$ cat config.mk
export PLATFORM = sky130hd
export DESIGN_NAME = scene_desc_table
export DESIGN_NICKNAME = d
export VERILOG_FILES = /design/src/verilog/scene_types_pkg.sv /design/src/verilog/scene_desc_table.sv
export VERILOG_INCLUDE_DIRS = /design/src /design/src/include
export SDC_FILE = /design/constraint.sdc
export NUM_CORES = 1
export LEC_CHECK = 0
export ABC_AREA = 1
export BUFFER_PORTS_ARGS = -buffer_cell sky130_fd_sc_hd__buf_2
export CAP_MARGIN = 20
export CORE_MARGIN = 4
export CORE_UTILIZATION = 57
export DETAILED_ROUTE_END_ITERATION = 8
export GPL_TIMING_DRIVEN = 0
export PLACE_DENSITY = 0.77
export SKIP_CTS_REPAIR_TIMING = 1
export SYNTH_ARGS = -nofsm -noshare
export SYNTH_HDL_FRONTEND = slang
export SYNTH_SLANG_ARGS = --single-unit
$ cat constraint.sdc
create_clock -name sck -period 2.3 [get_ports sck]
set_input_delay 0.345 -clock sck [delete_from_list [all_inputs] [get_ports sck]]
set_output_delay 0.345 -clock sck [all_outputs]
set_load 0.05 [all_outputs]
$ cat src/include/scene_cfg.svh
`ifndef SCENE_CFG_SVH
`define SCENE_CFG_SVH

// memory address widths
`define SCENE_VADDR_W 8
`define SCENE_TADDR_W 8

// descriptor and instance ids
`define SCENE_BUF_W  4
`define SCENE_INST_W 4

// memory and table depths
`define SCENE_NVERT (1 << `SCENE_VADDR_W)
`define SCENE_NTRI  (1 << `SCENE_TADDR_W)
`define SCENE_NBUF  (1 << `SCENE_BUF_W)
`define SCENE_NINST (1 << `SCENE_INST_W)

// payload fields
`define SCENE_COORD_W 12
`define SCENE_TRANS_W 64  // four 16-bit fields

`endif

$ cat src/verilog/scene_types_pkg.sv
`default_nettype none
`include "scene_cfg.svh"

package scene_types_pkg;

    localparam int FIELD_W = `SCENE_TRANS_W / 4;

    // ====================================================================
    //  geometry words
    // ====================================================================
    typedef struct packed {
        logic signed [`SCENE_COORD_W-1:0] x;
        logic signed [`SCENE_COORD_W-1:0] y;
        logic signed [`SCENE_COORD_W-1:0] z;
    } vertex_t;

    // indices relative to the vertex buffer base
    typedef struct packed {
        logic [`SCENE_COORD_W-1:0] a;
        logic [`SCENE_COORD_W-1:0] b;
        logic [`SCENE_COORD_W-1:0] c;
    } tri_t;

    // one serial data word, seen as vertex or triangle by the load type
    typedef union packed {
        vertex_t vtx;
        tri_t    trg;
    } payload_u;

    // ====================================================================
    //  descriptors
    // ====================================================================
    typedef struct packed {
        logic [`SCENE_VADDR_W-1:0] base;   // same width for both memories
        logic [`SCENE_VADDR_W-1:0] count;
    } buf_desc_t;

    typedef struct packed {
        logic [`SCENE_BUF_W-1:0] vert_id;
        logic [`SCENE_BUF_W-1:0] tri_id;
    } inst_desc_t;

    typedef struct packed {
        logic signed [FIELD_W-1:0] scale;
        logic        [FIELD_W-1:0] rot;    // rotation table index
        logic signed [FIELD_W-1:0] x_off;
        logic signed [FIELD_W-1:0] y_off;
    } transform_t;

endpackage

`default_nettype wire

$ cat src/verilog/scene_desc_table.sv
`timescale 1ns/1ps
`default_nettype none
`include "scene_cfg.svh"

module scene_desc_table (
    input  wire                              sck,
    input  wire                              rst,
    input  wire                              wipe,
    // buffer descriptor writes
    input  wire                              vdesc_we,
    input  wire                              tdesc_we,
    input  wire [`SCENE_BUF_W-1:0]           desc_id,
    input  wire scene_types_pkg::buf_desc_t  desc,
    // instance descriptor writes
    input  wire                              idesc_we,
    input  wire [`SCENE_INST_W-1:0]          idesc_id,
    input  wire scene_types_pkg::inst_desc_t idesc,
    // lookup
    input  wire [`SCENE_INST_W-1:0]          inst_id_rd,
    output scene_types_pkg::buf_desc_t       vert_desc_out,
    output scene_types_pkg::buf_desc_t       tri_desc_out
);
    import scene_types_pkg::*;

    buf_desc_t  vert_tab [`SCENE_NBUF];
    buf_desc_t  tri_tab  [`SCENE_NBUF];
    inst_desc_t inst_tab [`SCENE_NINST];
    inst_desc_t inst_sel;                   // entry of the requested instance

    // ====================================================================
    //  tables, cleared by reset and by wipe
    // ====================================================================
    always_ff @(posedge sck) begin
        if (rst || wipe) begin
            for (int i = 0; i < `SCENE_NBUF; i++) begin
                vert_tab[i] <= '0;
                tri_tab[i]  <= '0;
            end
            for (int i = 0; i < `SCENE_NINST; i++) begin
                inst_tab[i] <= '0;
            end
        end else begin
            if (vdesc_we)
                vert_tab[desc_id] <= desc;
            if (tdesc_we)
                tri_tab[desc_id] <= desc;
            if (idesc_we)
                inst_tab[idesc_id] <= idesc;
        end
    end

    // instance to buffer ids to descriptors, one register stage
    assign inst_sel = inst_tab[inst_id_rd];

    always_ff @(posedge sck) begin
        vert_desc_out <= vert_tab[inst_sel.vert_id];
        tri_desc_out  <= tri_tab[inst_sel.tri_id];
    end

    // decode never pairs a wipe with a descriptor write
    a_wipe_alone: assert property (@(posedge sck) disable iff (rst)
        wipe |-> !(vdesc_we || tdesc_we || idesc_we));

endmodule

`default_nettype wire

* After elaboration in Yosys (flattened, before gate mapping)
Memory sizes are Yosys's and may differ from the RTL's. A register that Yosys moved wholly into a read port is not among the register bits.
Index checks and enable logic that the tools add are counted.
** Storage, ports and cells
- Bits in registers :: 0
- Memory bits (writable) :: 640
- Input bits :: 42
- Output and inout port bits :: 32
- Word-level logic and storage cells :: 27
- Memories :: 3
** Memory list
- tri_tab :: words 16, width 16, read ports 1, clocked after memory_dff 1, wr ports 16, line scene_desc_table.sv:26 : buf_desc_t tri_tab [`SCENE_NBUF];
- vert_tab :: words 16, width 16, read ports 1, clocked after memory_dff 1, wr ports 16, line scene_desc_table.sv:25 : buf_desc_t vert_tab [`SCENE_NBUF];
- inst_tab :: words 16, width 8, read ports 1, clocked after memory_dff 0, wr ports 16, line scene_desc_table.sv:27 : inst_desc_t inst_tab [`SCENE_NINST];
** Cells by class
- Muxes and demuxes :: 20
- Reductions and logical operators :: 4
** Operators with widths (count)
- two-way mux 16 bit :: 2
- OR reduction 16 bit :: 2
- two-way mux 1 bit :: 14
- two-way mux 4 bit :: 3
- two-way mux 8 bit :: 1
- OR reduction 8 bit :: 1
- logical OR 1 bit :: 1

* Logic depth before layout (Yosys ltp)
- Depth in word-level cells :: 5
- Depth in mapped cells :: 16
- Gate-level depth less buffers :: 13

* Worst setup path before layout
OpenSTA, ideal clock, no wires.
- Path type :: input-to-reg
- Start point :: in wipe
- End point :: mem vert_tab[10][0] (netlist bit) (enable)
- Library setup time :: 0.372 ns
- Arrival time :: 1.866 ns
- Data required time :: 1.928 ns
- Path slack :: 0.063 ns
- Stages :: 7
- Buffers on the path :: 2
- Path through :: nor2_1 > inv_1 > nor2_1 > buf_2 > nand2_1 > clkbuf_1 > nand2_1
** RTL lines
- start: declaration :: line scene_desc_table.sv:8 : input wire wipe,
- end: declaration :: line scene_desc_table.sv:25

* Final worst setup path
- Start point :: mem inst_tab[13][5] (netlist bit)
- End point :: reg vert_desc_out[5] (netlist name)
** On the way
- Longest elaborated chain between the ends :: 1
** Ends and longest elaborated chain (line)
- start: declaration :: scene_desc_table.sv:27
- memory read (16 x 8 bit)
No other way between the ends.

==> impl_metrics.toml <==
[placement]
dp_cells = 4050
portBuffers = 71
place_area_sq_um = 32500
dp_hpwl_mm = 63.0
place.gp.congestion = 0.946

[yosys]
synthMuxAreaShare = 0
async_reset_ff_frac = 0
syn_inst = 3283
avgSynthCellArea_sq_um = 9.54
synthTopCellsByArea = "edfxtp_1, nand3_1, nand2_1"
synth_fa_ha_area_frac = 0
synth_top_family_by_area = "simple AND/OR/NAND/NOR gates"
synth_compound_area_frac = 0.00400
synth_fp_nets = 3325
post-synth-top-area-cell = "edfxtp_1"
synth.ff_latch_count = 672
synthXorXnorAreaFrac = 0
synth-simple-area-share = 0.289
yosysMostFrequentCell = "nand2_1"
yosysWarnings = 0
netlist_area_sq_um = 31300
synth_top_cell_area_share = 0.614
synth_cell_types = 19
yosysSeqAreaShare = 0.634
synth_common_cells = "nand2_1, nor2_1, edfxtp_1"
synth_edf_count = 640
synth_ff_type = "edfxtp_1"

[cts]
clk_latency_ns = 0.62
clkTransAtPathRegs_ns = 0.06
cts_tree = "done"
clockBufferDepth = 3
clock-sinks = 672
cts_root_buf = "clkbuf_16"
htree_levels = 3
cts_made_buffers = 72

[timing]
hold_violations = 0
hold_ws_ns = 0.124
timing.setup.tns_ns = 0
relSlewSlack = 0.223
maxSlewViolCount = 0
skew_ns = 0.0227
post-route-min-period_ns = 2.28
fin_crit_sh = 0.991
max_freq_mhz = 439
tightest_slew_ns = 1.17
setup_viol = 0
rsz0062_at_grt = "true"

[worst_setup_path]
cp.required_ns = 2.86
start_kind = "flop"
end_kind = "flop"
cpMostUsedCell = "nand3_1"
critical_path_arrival_ns = 2.84
critical_path_class = "reg -> reg"
rr_worst_depth = 11
cpPeakStageDelay_ns = 0.36
reg2reg_slack_ns = 0.02
timing.rr.start = "inst_tab[13][5]"
slowest_stage = "edfxtp_1"
r2r_end = "vert_desc_out[5]"
worstPathCellList = "nand2_1, nand3_1, nand3_1, nand3_1, nand2_1, buf_2, buf_2, nand3_1, nand3_1, nand3_1, nand2_1"
crit_fanout = 10

[grt]
grt_pass1_vias = 23000
busiest_layer = "met2"
grt_max_degree = 17
antenna_found_initial = 0
grt_pass1_wl_mm = 136
track_usage = 0.308
grt-ovfl-total = 0
met2_usage = 0.496
grtUsageMet1 = 0.423
use_met3 = 0.0622

[route]
finalWirelength_mm = 91.9
drc = 0
vias = 24500
detail-route-antenna-nets = 0
wl_per_cell_microns = 22.0
drt-initial-drc-count = 3617
vias_per_cell = 5.86
first_pass_iters = 6

[min_path]
min_from = "idesc[1]"
hold_path_end = "inst_tab[15][1]"
hold_path.class = "in -> reg"
holdPathStages = 3

[status]
status = "completed"

[final_layout]
instances_no_fill = 4176
nets = 3470
antenna_cells = 0
drive_above_1_share = 0.106
area_delta_synth_final_pct = 12.0
fin_area_sq_um = 35100

[floorplanning]
dieHeight_microns = 242
core_sq_um = 54100
io_pins = 74
die_w_microns = 242
dieArea_sq_um = 58800
initial_core_util = 0.578
num_rows = 85

[power]
leakagePower_nw = 15.0
power_per_cell_area_nw_per_um2 = 864
vdd_drop_max_v = 0.000520
total_power_mw = 30.3

[flow_run]
maxCapViolCount = 0
==> where the power goes <==
group	internal, mW	leakage (nW)	switching (mW)	total [mW]
clock	6.79	1.13	4.77	11.6
combinational	1.12	6.64	3.29	4.41
sequential	14.1	7.24	0.188	14.3
total	22.0	15.0	8.25	30.3
==> worst max path at each step <==
stage / cells after the start / endpoint / startpoint / slack [ns]
after CTS: 8 / vert_tab[13][2] / wipe / -0.65
final: 11 / vert_desc_out[5] / inst_tab[13][5] / 0.02
after global routing: 12 / tri_desc_out[12] / inst_tab[7][0] / -0.03
after floorplan: 7 / vert_tab[10][0] / wipe / 0.06
after global placement: 8 / vert_tab[13][10] / wipe / -1.17
after detailed placement: 8 / vert_tab[13][8] / wipe / -1.27
==> metal layers <==
metal	vias up	part of all wire
met2	1631	0.47
li1	11100	-
met3	220	0.12
met5	-	0
met4	0	0.031
met1	11500	0.38
==> through the flow <==
stage | util | setup slack (ns)
after floorplan | - | 0.0625
after global placement | 0.601 | -1.17
after detailed placement | 0.601 | -1.27
after CTS | 0.644 | -0.648
after global routing | 0.648 | -0.0255
final | 0.648 | 0.0210
==> flip-flops by register name, summed over array words and instances (netlist names) <==
register / count
vert_tab: 256
tri_tab: 256
vert_desc_out: 16
inst_tab: 128
tri_desc_out: 16
==> final cells by class <==
type / count / area [sq um]
buffer: 244 / 1220
clock buffer: 94 / 2040
clock inverter: 32 / 272
fill: 4229 / 19100
inverter: 287 / 1080
multi-input combinational: 2080 / 9370
sequential: 672 / 19900
tap: 696 / 871
timing repair buffer: 71 / 355
==> worst max-delay path: cells and delay by family (launching register included) <==
kind	cells	cell delay, ns
DFF	1	0.36
and+or+nand+nor	9	1.20
buffers and inverters	2	0.64
==> kinds of logic (layout without fill, tap and decap cells) <==
| logic type | count (synthesis) | after routing |
|---|---|---|
| and+or+nand+nor | 2064 | 2064 |
| DFF | 672 | 672 |
| buffers and inverters | 531 | 728 |
| AOI/OAI and AO/OA | 16 | 16 |
==> cells in the final DEF (no fill, tap or decap), drive strengths merged, types with 2 or more instances in the layout <==
| cell | Yosys | final |
|---|---|---|
| a22o | 4 | 4 |
| nand3 | 572 | 572 |
| bufinv | 0 | 5 |
| edfxtp | 640 | 640 |
| nand2 | 672 | 672 |
| nor3 | 2 | 2 |
| a21oi | 8 | 8 |
| inv | 285 | 287 |
| nor2 | 664 | 664 |
| nand3b | 154 | 154 |
| clkinv | 2 | 26 |
| o211ai | 4 | 4 |
| clkbuf | 95 | 199 |
| buf | 149 | 210 |
| dfxtp | 32 | 32 |
Power figures use the tool's default switching activity.
