File: src/include/scene_cfg.svh
`ifndef SCENE_CFG_SVH
`define SCENE_CFG_SVH

// memory address widths
`define SCENE_VADDR_W 8
`define SCENE_TADDR_W 8

// descriptor and instance ids
`define SCENE_BUF_W  4
`define SCENE_INST_W 4

// memory and table depths
`define SCENE_NVERT (1 << `SCENE_VADDR_W)
`define SCENE_NTRI  (1 << `SCENE_TADDR_W)
`define SCENE_NBUF  (1 << `SCENE_BUF_W)
`define SCENE_NINST (1 << `SCENE_INST_W)

// payload fields
`define SCENE_COORD_W 12
`define SCENE_TRANS_W 64  // four 16-bit fields

`endif

File: src/verilog/scene_types_pkg.sv
`default_nettype none
`include "scene_cfg.svh"

package scene_types_pkg;

    localparam int FIELD_W = `SCENE_TRANS_W / 4;

    // ====================================================================
    //  geometry words
    // ====================================================================
    typedef struct packed {
        logic signed [`SCENE_COORD_W-1:0] x;
        logic signed [`SCENE_COORD_W-1:0] y;
        logic signed [`SCENE_COORD_W-1:0] z;
    } vertex_t;

    // indices relative to the vertex buffer base
    typedef struct packed {
        logic [`SCENE_COORD_W-1:0] a;
        logic [`SCENE_COORD_W-1:0] b;
        logic [`SCENE_COORD_W-1:0] c;
    } tri_t;

    // one serial data word, seen as vertex or triangle by the load type
    typedef union packed {
        vertex_t vtx;
        tri_t    trg;
    } payload_u;

    // ====================================================================
    //  descriptors
    // ====================================================================
    typedef struct packed {
        logic [`SCENE_VADDR_W-1:0] base;   // same width for both memories
        logic [`SCENE_VADDR_W-1:0] count;
    } buf_desc_t;

    typedef struct packed {
        logic [`SCENE_BUF_W-1:0] vert_id;
        logic [`SCENE_BUF_W-1:0] tri_id;
    } inst_desc_t;

    typedef struct packed {
        logic signed [FIELD_W-1:0] scale;
        logic        [FIELD_W-1:0] rot;    // rotation table index
        logic signed [FIELD_W-1:0] x_off;
        logic signed [FIELD_W-1:0] y_off;
    } transform_t;

endpackage

`default_nettype wire

File: src/verilog/scene_cmd_pkg.sv
`default_nettype none

package scene_cmd_pkg;

    // serial command opcodes, 5..15 are dropped
    typedef enum logic [3:0] {
        OP_WIPE   = 4'd0,
        OP_VHDR   = 4'd1,
        OP_THDR   = 4'd2,
        OP_CREATE = 4'd3,
        OP_UPDATE = 4'd4
    } scene_op_e;

    typedef enum logic [2:0] {
        ST_IDLE,
        ST_VHDR,
        ST_VDATA,
        ST_THDR,
        ST_TDATA,
        ST_CREATE,
        ST_UPDATE
    } dec_state_e;

endpackage

`default_nettype wire

File: src/verilog/scene_cmd_decode.sv
`timescale 1ns/1ps
`default_nettype none
`include "scene_cfg.svh"

module scene_cmd_decode (
    input  wire                              sck,
    input  wire                              rst,
    // command strobes
    input  wire                              opcode_valid,
    input  wire scene_cmd_pkg::scene_op_e    opcode,
    input  wire                              hdr_valid,
    input  wire [`SCENE_BUF_W-1:0]           buf_id,
    input  wire [`SCENE_VADDR_W-1:0]         base,
    input  wire [`SCENE_VADDR_W-1:0]         count,
    input  wire                              data_valid,
    input  wire scene_types_pkg::payload_u   payload,
    input  wire                              inst_valid,
    input  wire [`SCENE_INST_W-1:0]          inst_id,
    input  wire [`SCENE_BUF_W-1:0]           inst_vert_id,
    input  wire [`SCENE_BUF_W-1:0]           inst_tri_id,
    input  wire scene_types_pkg::transform_t transform,
    output logic                             loading,
    // memory writes
    output logic                             vert_we,
    output logic [`SCENE_VADDR_W-1:0]        vert_waddr,
    output scene_types_pkg::vertex_t         vert_wdata,
    output logic                             tri_we,
    output logic [`SCENE_TADDR_W-1:0]        tri_waddr,
    output scene_types_pkg::tri_t            tri_wdata,
    output logic                             trans_we,
    output logic [`SCENE_INST_W-1:0]         trans_waddr,
    output scene_types_pkg::transform_t      trans_wdata,
    // descriptor writes
    output logic                             vdesc_we,
    output logic                             tdesc_we,
    output logic [`SCENE_BUF_W-1:0]          desc_id,
    output scene_types_pkg::buf_desc_t       desc,
    output logic                             idesc_we,
    output logic [`SCENE_INST_W-1:0]         idesc_id,
    output scene_types_pkg::inst_desc_t      idesc,
    output logic                             wipe
);
    import scene_cmd_pkg::*;

    dec_state_e                state;
    logic [`SCENE_VADDR_W-1:0] base_q;     // start address of the load
    logic [`SCENE_VADDR_W-1:0] count_q;
    logic [`SCENE_VADDR_W-1:0] load_cnt;   // words taken so far
    logic                      op_hit;
    logic                      hdr_hit;
    logic                      data_hit;
    logic                      inst_hit;

    // unknown opcodes leave a load running
    assign op_hit   = opcode_valid && (opcode <= OP_UPDATE);
    assign hdr_hit  = !op_hit && hdr_valid && (state == ST_VHDR || state == ST_THDR);
    assign data_hit = !op_hit && data_valid && (state == ST_VDATA || state == ST_TDATA)
                      && (load_cnt < count_q);
    assign inst_hit = !op_hit && inst_valid && (state == ST_CREATE || state == ST_UPDATE);

    assign loading = (state == ST_VHDR) || (state == ST_VDATA)
                  || (state == ST_THDR) || (state == ST_TDATA);

    // ====================================================================
    //  command FSM
    // ====================================================================
    always_ff @(posedge sck) begin
        if (rst) begin
            state    <= ST_IDLE;
            count_q  <= '0;
            load_cnt <= '0;
            vert_we  <= 1'b0;
            tri_we   <= 1'b0;
            trans_we <= 1'b0;
            vdesc_we <= 1'b0;
            tdesc_we <= 1'b0;
            idesc_we <= 1'b0;
            wipe     <= 1'b0;
        end else begin
            vert_we  <= data_hit && (state == ST_VDATA);
            tri_we   <= data_hit && (state == ST_TDATA);
            trans_we <= inst_hit;                         // create and update
            vdesc_we <= hdr_hit && (state == ST_VHDR);
            tdesc_we <= hdr_hit && (state == ST_THDR);
            idesc_we <= inst_hit && (state == ST_CREATE);
            wipe     <= op_hit && (opcode == OP_WIPE);

            if (op_hit) begin
                case (opcode)
                    OP_VHDR:   state <= ST_VHDR;
                    OP_THDR:   state <= ST_THDR;
                    OP_CREATE: state <= ST_CREATE;
                    OP_UPDATE: state <= ST_UPDATE;
                    default:   state <= ST_IDLE;          // wipe
                endcase
            end else if (hdr_hit) begin
                count_q  <= count;
                load_cnt <= '0;
                state    <= (count == '0)       ? ST_IDLE  :
                            (state == ST_VHDR)  ? ST_VDATA : ST_TDATA;
            end else if (data_hit) begin
                load_cnt <= load_cnt + 1'b1;
                if (load_cnt + 1'b1 == count_q)
                    state <= ST_IDLE;                     // last word leaves now
            end else if (inst_hit) begin
                state <= ST_IDLE;
            end
        end
    end

    // write payloads, valid alongside their enables
    always_ff @(posedge sck) begin
        if (hdr_hit) begin
            base_q  <= base;
            desc_id <= buf_id;
            desc    <= '{base: base, count: count};
        end
        if (data_hit) begin
            if (state == ST_VDATA) begin
                vert_waddr <= base_q + load_cnt;
                vert_wdata <= payload.vtx;
            end else begin
                tri_waddr <= base_q + load_cnt;
                tri_wdata <= payload.trg;
            end
        end
        if (inst_hit) begin
            trans_waddr <= inst_id;
            trans_wdata <= transform;
            idesc_id    <= inst_id;
            idesc       <= '{vert_id: inst_vert_id, tri_id: inst_tri_id};
        end
    end

    // a data state always has a word left to take
    a_cnt_bound: assert property (@(posedge sck) disable iff (rst)
        (state == ST_VDATA || state == ST_TDATA) |-> load_cnt < count_q);

    // a cycle spent idle is followed by no write
    a_idle_quiet: assert property (@(posedge sck) disable iff (rst)
        (state == ST_IDLE) |=>
            !(vert_we || tri_we || trans_we || vdesc_we || tdesc_we || idesc_we));

endmodule

`default_nettype wire

File: config.mk
export PLATFORM = sky130hd
export DESIGN_NAME = scene_cmd_decode
export DESIGN_NICKNAME = d
export VERILOG_FILES = /design/src/verilog/scene_types_pkg.sv /design/src/verilog/scene_cmd_pkg.sv /design/src/verilog/scene_cmd_decode.sv
export VERILOG_INCLUDE_DIRS = /design/src /design/src/include
export SDC_FILE = /design/constraint.sdc
export NUM_CORES = 1
export LEC_CHECK = 0
export BUFFER_PORTS_ARGS = -buffer_cell sky130_fd_sc_hd__buf_4
export CAP_MARGIN = 40
export CELL_PAD_IN_SITES_DETAIL_PLACEMENT = 1
export CELL_PAD_IN_SITES_GLOBAL_PLACEMENT = 2
export CORE_MARGIN = 3
export CORE_UTILIZATION = 28
export CTS_BUF_LIST = sky130_fd_sc_hd__clkbuf_4 sky130_fd_sc_hd__clkbuf_8 sky130_fd_sc_hd__clkbuf_16
export DETAILED_ROUTE_END_ITERATION = 8
export GPL_ROUTABILITY_DRIVEN = 0
export PLACE_DENSITY_LB_ADDON = 0.1
export SYNTH_ARGS = -nofsm -noshare
export SYNTH_HDL_FRONTEND = slang
export SYNTH_SLANG_ARGS = --single-unit
File: constraint.sdc
create_clock -name sck -period 7 [get_ports sck]
set_clock_uncertainty 0.05 [all_clocks]
set_input_delay 0.7 -clock sck [delete_from_list [all_inputs] [get_ports sck]]
set_output_delay 0.7 -clock sck [all_outputs]
set_load 0.01 [all_outputs]
Word-level counts from Yosys, hierarchy flattened

Index checks and enable logic that the tools add are counted.

Register bits: 210
Output and inout bits: 196
Logic and storage cells: 86

$add $sub $neg: 2
Bitwise logic cells: 2
Equal/unequal tests: 12
Reductions and logical operators: 30
Magnitude comparators: 2
Mux-type cells: 10

Operators with widths:

| kind                | number |
|---|---|
| $mux 3              | 7 |
| $mux 8              | 2 |
| $logic_and 1x1->1   | 14 |
| $pmux 3 s4          | 1 |
| $reduce_and 2->1    | 5 |
| $eq 3x3->1 const B  | 3 |
| $add 8x1->8 const B | 1 |
| $add 8x8->8         | 1 |
| $eq 4x2->1 const B  | 2 |
| $eq 8x8->1          | 1 |
| $logic_not 8->1     | 1 |
| $lt 8x8->1          | 1 |
| $eq 3x2->1 const B  | 2 |
| $logic_or 1x1->1    | 6 |
| $eq 4x1->1 const B  | 1 |
| $eq 4x3->1 const B  | 1 |
| $le 4x3->1 const B  | 1 |
| $logic_not 4->1     | 1 |
| $ne 4x3->1 const B  | 1 |
| $reduce_bool 4->1   | 1 |
| $eq 3x1->1 const B  | 1 |
| $not 1->1           | 2 |
| $reduce_bool 2->1   | 1 |
| $logic_not 1->1     | 1 |

Longest topological paths before layout

Depth in word-level cells: 9
Depth in mapped cells: 11
Depth with buffers taken out: 9

Least setup slack after synthesis

No wires, ideal clock.

Path type: input-to-reg
Start: input port opcode[3]
End: register idesc[0] (netlist name) (enable)
Setup slack: 0.166 ns
Stages on the path: 3
Data required time: 6.347 ns
Path buffers: 0
Setup time: 0.603 ns
Arrival: 6.180 ns
Cell sequence: nand2b_1 -> a21oi_1 -> nor3_1

Word-level cells in the longest chain between the ends: 5

RTL lines:

| item                            | line                    | text |
|---|---|---|
| from (decl)                     | scene_cmd_decode.sv:10  | `input wire scene_cmd_pkg::scene_op_e opcode,` |
| $le 4x3->1                      | scene_cmd_decode.sv:55  | `assign op_hit = opcode_valid && (opcode <= OP_UPDATE);` |
| $logic_and 1x1->1               | scene_cmd_decode.sv:55  |  |
| $logic_not 1->1                 | scene_cmd_decode.sv:59  | `assign inst_hit = !op_hit && inst_valid && (state == ST_CREATE \|\| state == ST_UPDATE);` |
| $logic_and 1x1->1 (2 in series) | scene_cmd_decode.sv:59  |  |
| named net inst_hit              | scene_cmd_decode.sv:52  | `logic inst_hit;` |
| to (signal assigned)            | scene_cmd_decode.sv:131 | `idesc <= '{vert_id: inst_vert_id, tri_id: inst_tri_id};` |
| to (decl)                       | scene_cmd_decode.sv:40  | `output scene_types_pkg::inst_desc_t idesc,` |

The timed path passes the listed nets, and every way through them passes these cells.
A chain may end at the register's enable or synchronous reset.

Final worst setup path

Start: register load_cnt[2]
End: register vert_wdata[0] (netlist name) (enable)

Word-level cells in the longest chain between the ends: 3

RTL lines:

| item                       | line                    | text |
|---|---|---|
| from (decl)                | scene_cmd_decode.sv:48  | `` logic [`SCENE_VADDR_W-1:0] load_cnt; `` |
| from (signal assigned)     | scene_cmd_decode.sv:102 | `load_cnt <= load_cnt + 1'b1;` |
| $lt 8x8->1                 | scene_cmd_decode.sv:58  | `&& (load_cnt < count_q);` |
| $logic_and 1x1->1          | scene_cmd_decode.sv:58  |  |
| $reduce_and 2->1 (no line) | --                      |  |
| to (signal assigned)       | scene_cmd_decode.sv:121 | `vert_wdata <= payload.vtx;` |
| to (decl)                  | scene_cmd_decode.sv:26  | `output scene_types_pkg::vertex_t vert_wdata,` |

No other way between the ends.

==> results.cfg <==
[route]
vias_per_cell = 4.36
drt-met1-wl_mm = 7.84
ant_nets = 0
drt-pass1-iter-count = 4
wl_met2_mm = 10.6
drt_iter0_drc = 235
drcViolationCount = 0
top_layer = met4
vias = 4897
wl_met3_mm = 1.59
wl_mm = 20.7
wl_per_cell_um = 18.4

[floorplan]
core_um2 = 25600
ioPinCount = 338
die_area_um2 = 28400
num_rows = 58
die_y_um = 169
chipWidth_um = 169
initial_utilization_pct = 28.9

[final_layout]
insertedDiodeCount = 0
largest_reg_flops = 64
drive_gt1_share_pct = 50.1
synthToLayoutAreaGrowth_pct = 50.6
top_register = trans_wdata
reg_top3 = trans_wdata: 64 flops, tri_wdata: 36 flops, vert_wdata: 36 flops
final.fill_count = 2668
final_area_um2 = 11100
nets = 936

[worst_setup_path]
critPathMostFrequentCell = buf_4
worst-path-stages = 8
slowest_stage = dfxtp_1
endpoint_kind = flop
r2r_start = load_cnt[2]
endpoint = vert_wdata[0]
cp_num_buf_inv = 2
startpoint = load_cnt[2]
r2r_end = vert_wdata[0]
cpPeakStageDelay_ns = 0.53
critPathMaxFanout = 44
r2r_slack_ns = 4.27
cp_cell_sequence = ha_1, o21ai_0, a21oi_1, o31ai_1, o2111ai_1, buf_4, nor3_2, buf_4
worstPathArrival_ns = 2.81
rr_worst_depth = 8
crit_type = flop to flop
start_kind = flop
path_delay_family = buffers and inverters
cp.required_ns = 7.08

[yosys]
synth.distinct_cells = 46
yosysSeqAreaShare_pct = 81.7
synth-async-reset-ratio_pct = 0
ys_ff_latch = 210
syn_inst = 422
synth_ff_type = edfxtp_1
synth_area_per_cell_um2 = 17.5
synth-edff-count = 184
synth_nets = 581
yosys_warnings = 0
synth_area_um2 = 7400

[sta]
rsz0062_at_grt = false
slew_violations = 0
fin_setup_tns_ns = 0
period_minus_slack_ns = 2.73
slew_headroom_pct = 43.9
finalCritPeriodShare_pct = 39.0
worst_pin_slew_ns = 0.841
hold_viol_final = 0
fmax_ghz = 0.366
worst_slack_ns = 4.27
setup_viol = 0

[clock_network]
root_buffer = clkbuf_16
ctsLongestPathBuffers = 3
cts-buffers-inserted = 24
post_cts_buffers = 0
cts_hold_buffers = 0
path_clk_slew_ns = 0.06
htreeDepth = 1
cts_sinks = 210
clock_latency_ns = 0.51
ctsResizeCount = 0
cts_tree = done

[pwr]
power.leakage_nw = 4.44
powerDensity_nw_per_um2 = 245
ir_drop_mv = 0.151
power_mw = 2.73

[place]
pre_cts_slack_ns = 3.85
dp_hpwl_mm = 15.8
place_area_um2 = 10400
io_buffers = 337

[hold_path]
hp-start = transform[34]
hp-class = input pin to flop

[grt]
antenna_found_initial = 0
grt_overflow_total = 0
grt_usage_pct = 13.8
grt_start_max_net_pins = 50
grt_pass1_vias = 5198
grt_pass1_wl_mm = 30.6

[outcome]
status = complete, no violations

[run]
maxCapViolCount = 0
cell type report:
class | instances | area (um^2) | area share [%]
clock buffers | 32 | 678 | 6.08
clock inverters | 11 | 110 | 0.988
inverters | 16 | 60.1 | 0.539
multi-input cells | 182 | 1240 | 11.1
flip-flops and latches | 210 | 6050 | 54.2
well taps | 330 | 413 | 3.70
repair buffers | 343 | 2600 | 23.3
cells in the mapped netlist, types with 2 or more instances:
| cell type | number | share of area, % |
|---|---|---|
| nand2_1 | 22 | 1.1 |
| clkbuf_1 | 8 | 0.41 |
| or2_2 | 2 | 0.17 |
| mux2i_1 | 2 | 0.27 |
| or3_1 | 6 | 0.51 |
| a31oi_1 | 2 | 0.17 |
| edfxtp_1 | 184 | 75 |
| o22ai_1 | 2 | 0.17 |
| o21ba_1 | 2 | 0.27 |
| nand2b_1 | 5 | 0.42 |
| a21o_1 | 4 | 0.41 |
| xnor2_1 | 12 | 1.4 |
| nor4_1 | 5 | 0.42 |
| and3_1 | 2 | 0.17 |
| mux2_2 | 2 | 0.30 |
| nor2_1 | 17 | 0.86 |
| buf_4 | 4 | 0.41 |
| nor2b_1 | 7 | 0.59 |
| xor2_1 | 4 | 0.47 |
| ha_1 | 16 | 2.7 |
| and3_2 | 2 | 0.20 |
| o21ai_0 | 10 | 0.68 |
| inv_1 | 16 | 0.81 |
| nor3_1 | 9 | 0.61 |
| a21oi_1 | 26 | 1.8 |
| dfxtp_1 | 26 | 7.0 |
| or4_1 | 2 | 0.20 |
| nand3_1 | 5 | 0.34 |
metal layers:
metal / global-route usage (%) / vias up
met1: 16.0 / 2360
met4: 4.77 / 0
li1: - / 2302
met2: 24.7 / 198
met5: 0 / -
met3: 3.55 / 37
cells by family (layout without fill, tap and decap cells):
group                      count (synthesis)  after routing  share of synthesized area (%)
AOI/OAI and AO/OA                         53             53                           4.34
xor gates and xnor gates                  17             17                           2.11
adders and majority gates                 17             17                           2.97
buffers and inverters                     30            402                           1.84
DFF                                      210            210                           81.7
muxes                                      4              4                          0.575
and+or+nand+nor                           91             91                           6.49
where the power goes:
part	internal, mW	total, mW	switching [mW]
clock	0.753	1.23	0.477
combinational	0.0722	0.119	0.0468
sequential	1.37	1.38	0.00725
worst min-delay path by stage:
stage / end / cells after the start
detailed placement: count_q[2] / 2
floorplan: count_q[0] / 2
global route: trans_wdata[1] / 1
finish: trans_wdata[34] / 1
global placement: count_q[2] / 2
CTS: trans_wdata[30] / 1
metrics by stage:
stage	hold WS [ns]	instances	util (%)
after floorplan	0.391	422	-
after global placement	0.433	1079	40.3
final	0.312	1124	43.5
after CTS	0.278	1124	43.5
after global routing	0.282	1124	43.5
after detailed placement	0.444	1081	40.4
cells in the final DEF, fill, tap and decap left out, drive strengths merged, types with 6 or more instances in the layout:
cell type / synthesis / routed
nand2: 22 / 22
or3: 7 / 7
clkbuf: 8 / 32
nor3: 9 / 9
ha: 16 / 16
a21oi: 26 / 26
xnor2: 12 / 12
edfxtp: 184 / 184
nor2b: 7 / 7
clkinv: 0 / 6
buf: 6 / 343
o21ai: 10 / 10
inv: 16 / 16
dfxtp: 26 / 26
nor2: 17 / 17
(Power assumes the default switching activity.)
